**config.mk**
```make
export PLATFORM = sky130hd
export DESIGN_NAME = sram_bank_flat
export DESIGN_NICKNAME = d
export VERILOG_FILES = /design/src/rtl/mem_pkg.sv /design/src/rtl/bank_if.sv /design/src/rtl/sram_bank.sv /design/src/flat_wrapper.sv
export SDC_FILE = /design/constraint.sdc
export NUM_CORES = 2
export LEC_CHECK = 0
export BUFFER_PORTS_ARGS = -buffer_cell sky130_fd_sc_hd__clkbuf_2
export CAP_MARGIN = 30
export CORE_MARGIN = 4
export CORE_UTILIZATION = 40
export CTS_BUF_LIST = sky130_fd_sc_hd__clkbuf_2
export DETAILED_ROUTE_END_ITERATION = 6
export GPL_ROUTABILITY_DRIVEN = 0
export PLACE_DENSITY = 0.6
export SLEW_MARGIN = 30
export SYNTH_ARGS = -nofsm -noshare
export SYNTH_HDL_FRONTEND = slang
export SYNTH_SLANG_ARGS = --single-unit
```
**constraint.sdc**
```tcl
create_clock -name ram1_work_done -period 8.55 [get_ports ram1_work_done]
set_clock_uncertainty 0.1 [all_clocks]
set_input_delay 0.855 -clock ram1_work_done [delete_from_list [all_inputs] [get_ports ram1_work_done]]
set_output_delay 0.855 -clock ram1_work_done [all_outputs]
set_load 0.01 [all_outputs]
```
**src/rtl/mem_pkg.sv**
```systemverilog
package mem_pkg;

	////////////////////////////////////////////////////////////
	// Widths
	////////////////////////////////////////////////////////////

	// Data, address and pc share one width
	localparam int word_w = 16;

	// Request id carried next to the pc
	localparam int act_w = 16;

	////////////////////////////////////////////////////////////
	// Memory map
	////////////////////////////////////////////////////////////

	// UART status word, answered without touching a bank
	localparam logic [word_w-1:0] status_addr = 16'hBF01;

	// Upper bits of the status word
	// Bit 1 is the receive flag, bit 0 the always free transmitter
	localparam logic [word_w-3:0] status_fill = '1;

	////////////////////////////////////////////////////////////
	// Controller FSM
	////////////////////////////////////////////////////////////

	typedef enum logic [1:0] {
		ctl_idle,
		ctl_wait,
		ctl_reply
	} ctl_state_t;

endpackage

```
**src/rtl/bank_if.sv**
```systemverilog
`timescale 1ns/1ps

interface bank_if
	import mem_pkg::*;
();

	// Request side, held by the controller
	logic need_to_work;
	logic write;
	logic [word_w-1:0] addr;
	logic [word_w-1:0] wdata;

	// One cycle completion pulse, read data valid with it
	logic work_done;
	logic [word_w-1:0] feedback;

	modport ctl (
		output need_to_work,
		output write,
		output addr,
		output wdata,
		input work_done,
		input feedback
	);

	modport bank (
		input need_to_work,
		input write,
		input addr,
		input wdata,
		output work_done,
		output feedback
	);

endinterface

```
**src/rtl/sram_bank.sv**
```systemverilog
`timescale 1ns/1ps

module sram_bank
	import mem_pkg::*;
#(
	parameter int bank_addr_bits = 8,
	// Two or more cycles
	parameter int latency = 3
) (
	input logic ram1_work_done,
	input logic reset,
	bank_if.bank port
);

	localparam int depth = 1 << bank_addr_bits;
	localparam int cnt_w = $clog2(latency + 1);

	logic [word_w-1:0] mem [depth];

	logic busy;
	logic [cnt_w-1:0] cnt;
	logic start;
	logic finish;

	// Command captured at start
	logic lat_write;
	logic [bank_addr_bits-1:0] lat_addr;
	logic [word_w-1:0] lat_wdata;

	// The pulse cycle still counts as busy
	assign start = !busy && !port.work_done && port.need_to_work;
	assign finish = busy && (cnt <= cnt_w'(1));

	////////////////////////////////////////////////////////////
	// Countdown
	////////////////////////////////////////////////////////////

	always_ff @(posedge ram1_work_done) begin
		if (reset) begin
			busy <= 1'b0;
			cnt <= '0;
			port.work_done <= 1'b0;
		end else begin
			port.work_done <= finish;
			if (start) begin
				busy <= 1'b1;
				cnt <= cnt_w'(latency - 1);
			end else if (finish) begin
				busy <= 1'b0;
			end else if (busy) begin
				cnt <= cnt - cnt_w'(1);
			end
		end
	end

	////////////////////////////////////////////////////////////
	// Array access
	////////////////////////////////////////////////////////////

	always_ff @(posedge ram1_work_done) begin
		if (start) begin
			lat_write <= port.write;
			lat_addr <= port.addr[bank_addr_bits-1:0];
			lat_wdata <= port.wdata;
		end
		if (finish) begin
			if (lat_write) begin
				mem[lat_addr] <= lat_wdata;
			end
			// Old contents on a write, nobody looks at it
			port.feedback <= mem[lat_addr];
		end
	end

	assert property (@(posedge ram1_work_done) disable iff (reset)
		port.work_done |-> $past(start, latency));

endmodule

```
**src/flat_wrapper.sv**
```systemverilog
// flat-port wrapper written by rule: the top's interface ports become plain ports
module sram_bank_flat import mem_pkg::*;
#(
	parameter int bank_addr_bits = 8,
	                     
	parameter int latency = 3
)
  (ram1_work_done, reset, port_need_to_work, port_write, port_addr, port_wdata, port_work_done, port_feedback);
  bank_if port_i ();
  input logic ram1_work_done;
  input logic reset;
  input wire logic [$bits(port_i.need_to_work)-1:0] port_need_to_work;
  input wire logic [$bits(port_i.write)-1:0] port_write;
  input wire logic [$bits(port_i.addr)-1:0] port_addr;
  input wire logic [$bits(port_i.wdata)-1:0] port_wdata;
  output wire logic [$bits(port_i.work_done)-1:0] port_work_done;
  output wire logic [$bits(port_i.feedback)-1:0] port_feedback;
  assign port_i.need_to_work = port_need_to_work;
  assign port_i.write = port_write;
  assign port_i.addr = port_addr;
  assign port_i.wdata = port_wdata;
  assign port_work_done = port_i.work_done;
  assign port_feedback = port_i.feedback;
  sram_bank #(.bank_addr_bits(bank_addr_bits), .latency(latency)) u_core (.ram1_work_done(ram1_work_done), .reset(reset), .port(port_i));
endmodule
```
# ---- Word level (Yosys, flattened, before mapping)
# Memories as Yosys holds them, arrays and structs flattened. A register that Yosys moved wholly into a read port is not among the register bits.
# Cells that the tools add are included.
dict set report word_totals {
  ff_bits 29
  elab_cells 30
  memories 1
  ram_bits 4096
}
dict set report op_classes {
  n_addsub 1
  magnitude_cmp 1
  muxes 8
  reduce_logical 10
  n_eq_ne 1
  bitwise 1
}
# memory depth word_bits read_ports rd_ports_with_merged_regs write_ports line_no
set mem_list {}
lappend mem_list {u_core.mem 256 16 1 1 1 sram_bank.sv:18} ;# logic [word_w-1:0] mem [depth];
# operator n
set ops {}
lappend ops {{2-bit 2-to-1 mux} 3}
lappend ops {{1-bit 2-to-1 mux} 5}
lappend ops {{2-bit AND reduction} 2}
lappend ops {{2-bit nonzero test} 2}
lappend ops {{1-bit logical AND} 3}
lappend ops {{2-bit by 1-bit <= comparator with 1-bit output (second input constant)} 1}
lappend ops {{1-bit zero test} 2}
lappend ops {{2-bit by 1-bit inequality test with 1-bit output (second input constant)} 1}
lappend ops {{2-bit OR reduction} 1}
lappend ops {{2-bit by 1-bit subtractor with 2-bit output (second input constant)} 1}
lappend ops {{1-bit NOT} 1}

# ---- Longest topological paths before layout
dict set report depth {
  ltp_word 5
  mapped_depth 9
  ltp_nobuf 7
}

# ---- Least setup slack after synthesis
# No wires, ideal clock.
dict set report synth_path {
  kind {reg2reg}
  from {reg u_core.lat_wdata[0]}
  to {mem u_core.mem[0][0] (data pin)}
  arrival_time_ns 3.228
  period_less_slack_ns 4.146
  t_required_ns 7.633
  path_slack_ns 4.404
  path_buffers 0
  path_stages_with_launch 1
  cell_sequence {edfxtp_1}
}
# element line_no
set synth_rtl {}
lappend synth_rtl {{start: declaration} sram_bank.sv:28} ;# logic [word_w-1:0] lat_wdata;
lappend synth_rtl {{start signal: assignment} sram_bank.sv:64} ;# lat_wdata <= port.wdata;
lappend synth_rtl {{end: declaration} sram_bank.sv:18}
# Straight into the memory's write port.

==> results.py <==
metrics = {
    "cts": {
        "clock_latency_ps": 2110,
        "post_cts_buffers": 0,
        "cts_tree": "yes",
        "cts_sinks": 4141,
        "cts.clk_slew.worst_paths_ps": 110,
        "clk_path_buf_depth": 5,
        "cts_buffers": 1099,
        "htree_levels": 7,
        "clock-root-buffer": "clkbuf_2",
    },
    "synth": {
        "synth.yosys.seq_area_share": 0.796,
        "syn_nets": 6785,
        "yosysWarnings": 0,
        "syn-cell-area_um2": 156000,
        "ys_ff_latch": 4141,
        "syn_area_per_cell_um2": 23.2,
        "ys_types": 27,
        "synthCells": 6748,
    },
    "routing": {
        "vias_per_cell": 5.66,
        "drt_wl_total_um": 400000,
        "drc_errors": 0,
        "vias": 77700,
        "firstDrtPassIters": 6,
        "avgRoutedWirePerCell_um": 29.1,
        "drt_iter0_drc": 8624,
        "ant_nets": 0,
    },
    "status": {
        "outcome": "complete, no violations",
    },
    "placed_design": {
        "placed_cell_area_um2": 165000,
        "dpl.cell_count": 11900,
        "hpwl_um": 221000,
        "portBuffers": 44,
        "dp_slack_ps": 3530,
    },
    "power": {
        "p_per_area_nw_per_um2": 213,
        "leakage_nw": 54.9,
        "ir_worst_vdd_mv": 0.122,
        "totalPowerFinal_mw": 37.1,
    },
    "floorplan": {
        "chipWidth_um": 633,
        "num_rows": 229,
        "pin_count": 53,
        "start_util": 0.401,
        "coreArea_um2": 389000,
        "die_height_um": 633,
        "dieArea_um2": 401000,
    },
    "run": {
        "maxCapViolCount": 0,
    },
    "worst_setup_path": {
        "crit_path_end_kind": "register",
        "worst-setup-path-type": "register to register",
        "arrival_ps": 6670,
        "required_ps": 10240,
        "r2r_cells": 8,
        "cp-start-kind": "register",
        "crit_fanout": 57,
    },
    "sta": {
        "period_minus_slack_ps": 4980,
        "period_share": 0.583,
        "setup_tns_ps": 0,
        "setup_violations": 0,
        "clock.fmax_mhz": 201,
        "rsz0062_at_grt": "false",
        "tightest_slew_ps": 1160,
        "slew_viol_final": 0,
        "relSlewSlack": 0.223,
        "final.setup.worst_slack_ps": 3570,
        "fin_hold_ws_ps": 424,
        "hold_viol": 0,
    },
    "layout": {
        "postLayoutCoreUtil": 0.449,
        "syn_to_final_growth_pct": 11.8,
        "drive_above_1_share": 0.361,
        "design_area_um2": 175000,
        "nFillCells": 33300,
        "nets": 7963,
        "stdcell_count": 13700,
    },
    "grt": {
        "grt_antenna_before_repair": 21,
        "grt_pass1_vias": 80100,
        "grt_pass1_wl_um": 569000,
        "grt_usage": 0.199,
        "overflow": 0,
        "grt_max_degree": 193,
    },
    "worst_hold_path": {
        "min_delay_path_depth": 4,
        "hp-class": "input pin to register",
    },
}
[path summary, 6_finish.rpt]
kind                                      startpoint                       to  slack, ps
worst min register to register  u_core.lat_wdata[15]       u_core.mem[36][15]        430
worst min-delay path                    port_addr[0]       u_core.lat_addr[0]        420
worst max register to register    u_core.lat_addr[1]  u_core.port.feedback[5]       3570
worst max-delay path              u_core.lat_addr[1]  u_core.port.feedback[5]       3570
[power by group]
part	switching [mW]	leakage (nW)	internal (mW)
clock network	7.54	6.70	4.94
logic	1.45	11.0	0.769
registers	0.0247	37.2	22.4
total	9.01	54.9	28.1
[cell usage after synthesis]
| cell | instances | area (µm²) |
|---|---|---|
| buf_6 | 5 | 56.3 |
| nand3b_1 | 1 | 7.51 |
| nand3_1 | 5 | 25.0 |
| inv_1 | 3 | 11.3 |
| nor2b_1 | 7 | 43.8 |
| nor2_1 | 261 | 980 |
| mux4_2 | 1024 | 23100 |
| and2_1 | 3 | 18.8 |
| ha_1 | 1 | 12.5 |
| nor3_1 | 3 | 15.0 |
| nand4_1 | 17 | 106 |
| a21oi_1 | 257 | 1290 |
| buf_2 | 95 | 475 |
| buf_1 | 38 | 143 |
| nand2_1 | 29 | 109 |
| nand2b_1 | 3 | 18.8 |
| o41ai_1 | 64 | 561 |
| a22oi_1 | 512 | 3840 |
| clkbuf_1 | 255 | 957 |
| dfxtp_1 | 4 | 80.1 |
| nor3b_1 | 1 | 7.51 |
| a211oi_1 | 1 | 7.51 |
| nor4b_1 | 1 | 8.76 |
| edfxtp_1 | 4137 | 124000 |
| or2_2 | 1 | 6.26 |
| xor2_1 | 1 | 8.76 |
| buf_4 | 19 | 143 |
[flip-flops by register name, indices dropped and copies added, names as in the netlist]
register,cells
u_core.mem,4096
u_core.lat_addr,8
u_core.port.work_done,1
u_core.cnt,2
u_core.lat_write,1
u_core.busy,1
u_core.lat_wdata,16
u_core.port.feedback,16
[what timing repair did]
action	in CTS	in global routing
hold buffers	82	0
setup endpoints to repair	0	0
resized for setup	0	0
endpoints found under the hold margin	54	0
[logic make-up (layout without fill, tap and decap cells)]
| family | Yosys count | count (layout) | synth area share |
|---|---|---|---|
| adder cells (fa/ha/maj) | 1 | 1 | 0.0000801 |
| AO/OA/AOI/OAI | 834 | 834 | 0.0365 |
| other | 0 | 25 | 0 |
| AND/OR/NAND/NOR | 332 | 332 | 0.00862 |
| multiplexers | 1024 | 1024 | 0.148 |
| flip-flops | 4141 | 4141 | 0.796 |
| buffers and inverters | 415 | 2169 | 0.0114 |
| XOR/XNOR | 1 | 1 | 0.0000561 |
[layout by cell type (no fill, tap or decap), drive strengths merged, types with 3 or more instances in the layout]
| master | instances |
|---|---|
| clkbuf | 1521 |
| a22oi | 512 |
| dfxtp | 4 |
| nor2 | 261 |
| inv | 30 |
| buf | 363 |
| nand4 | 17 |
| mux4 | 1024 |
| edfxtp | 4137 |
| diode | 25 |
| clkinv | 161 |
| nor2b | 7 |
| nor3 | 3 |
| dlygate4sd3 | 82 |
| nand3 | 5 |
| nand2b | 3 |
| bufinv | 12 |
| o41ai | 64 |
| a21oi | 257 |
| nand2 | 29 |
| and2 | 3 |
[worst max-delay path, cell delays in order (launching register included)]
cell      delay [ps]
edfxtp_1         390
buf_12           330
buf_4            610
buf_4            830
mux4_2           430
a22oi_1          410
a21oi_1          240
o41ai_1         1000
nand4_1          190
[layout make-up]
class | instances | area [µm²] | share of cell area
sequential | 4141 | 124000 | 0.712
tap | 5197 | 6500 | 0.0372
timing repair buffer | 489 | 4350 | 0.0249
multi-input combinational | 2192 | 31000 | 0.177
clock buffer | 1477 | 7390 | 0.0423
clock inverter | 200 | 1090 | 0.00623
inverter | 3 | 11.3 | 0.0000645
antenna | 25 | 62.6 | 0.000358
[per-layer routing]
layer	vias to the layer above	share of wire	GRT usage
li1	32000	-	-
met1	41400	0.40	0.266
met2	3653	0.49	0.317
met3	706	0.078	0.0434
met4	6	0.033	0.0874
met5	-	0.00010	0
Note: power is estimated with default switching activity, not from simulation.
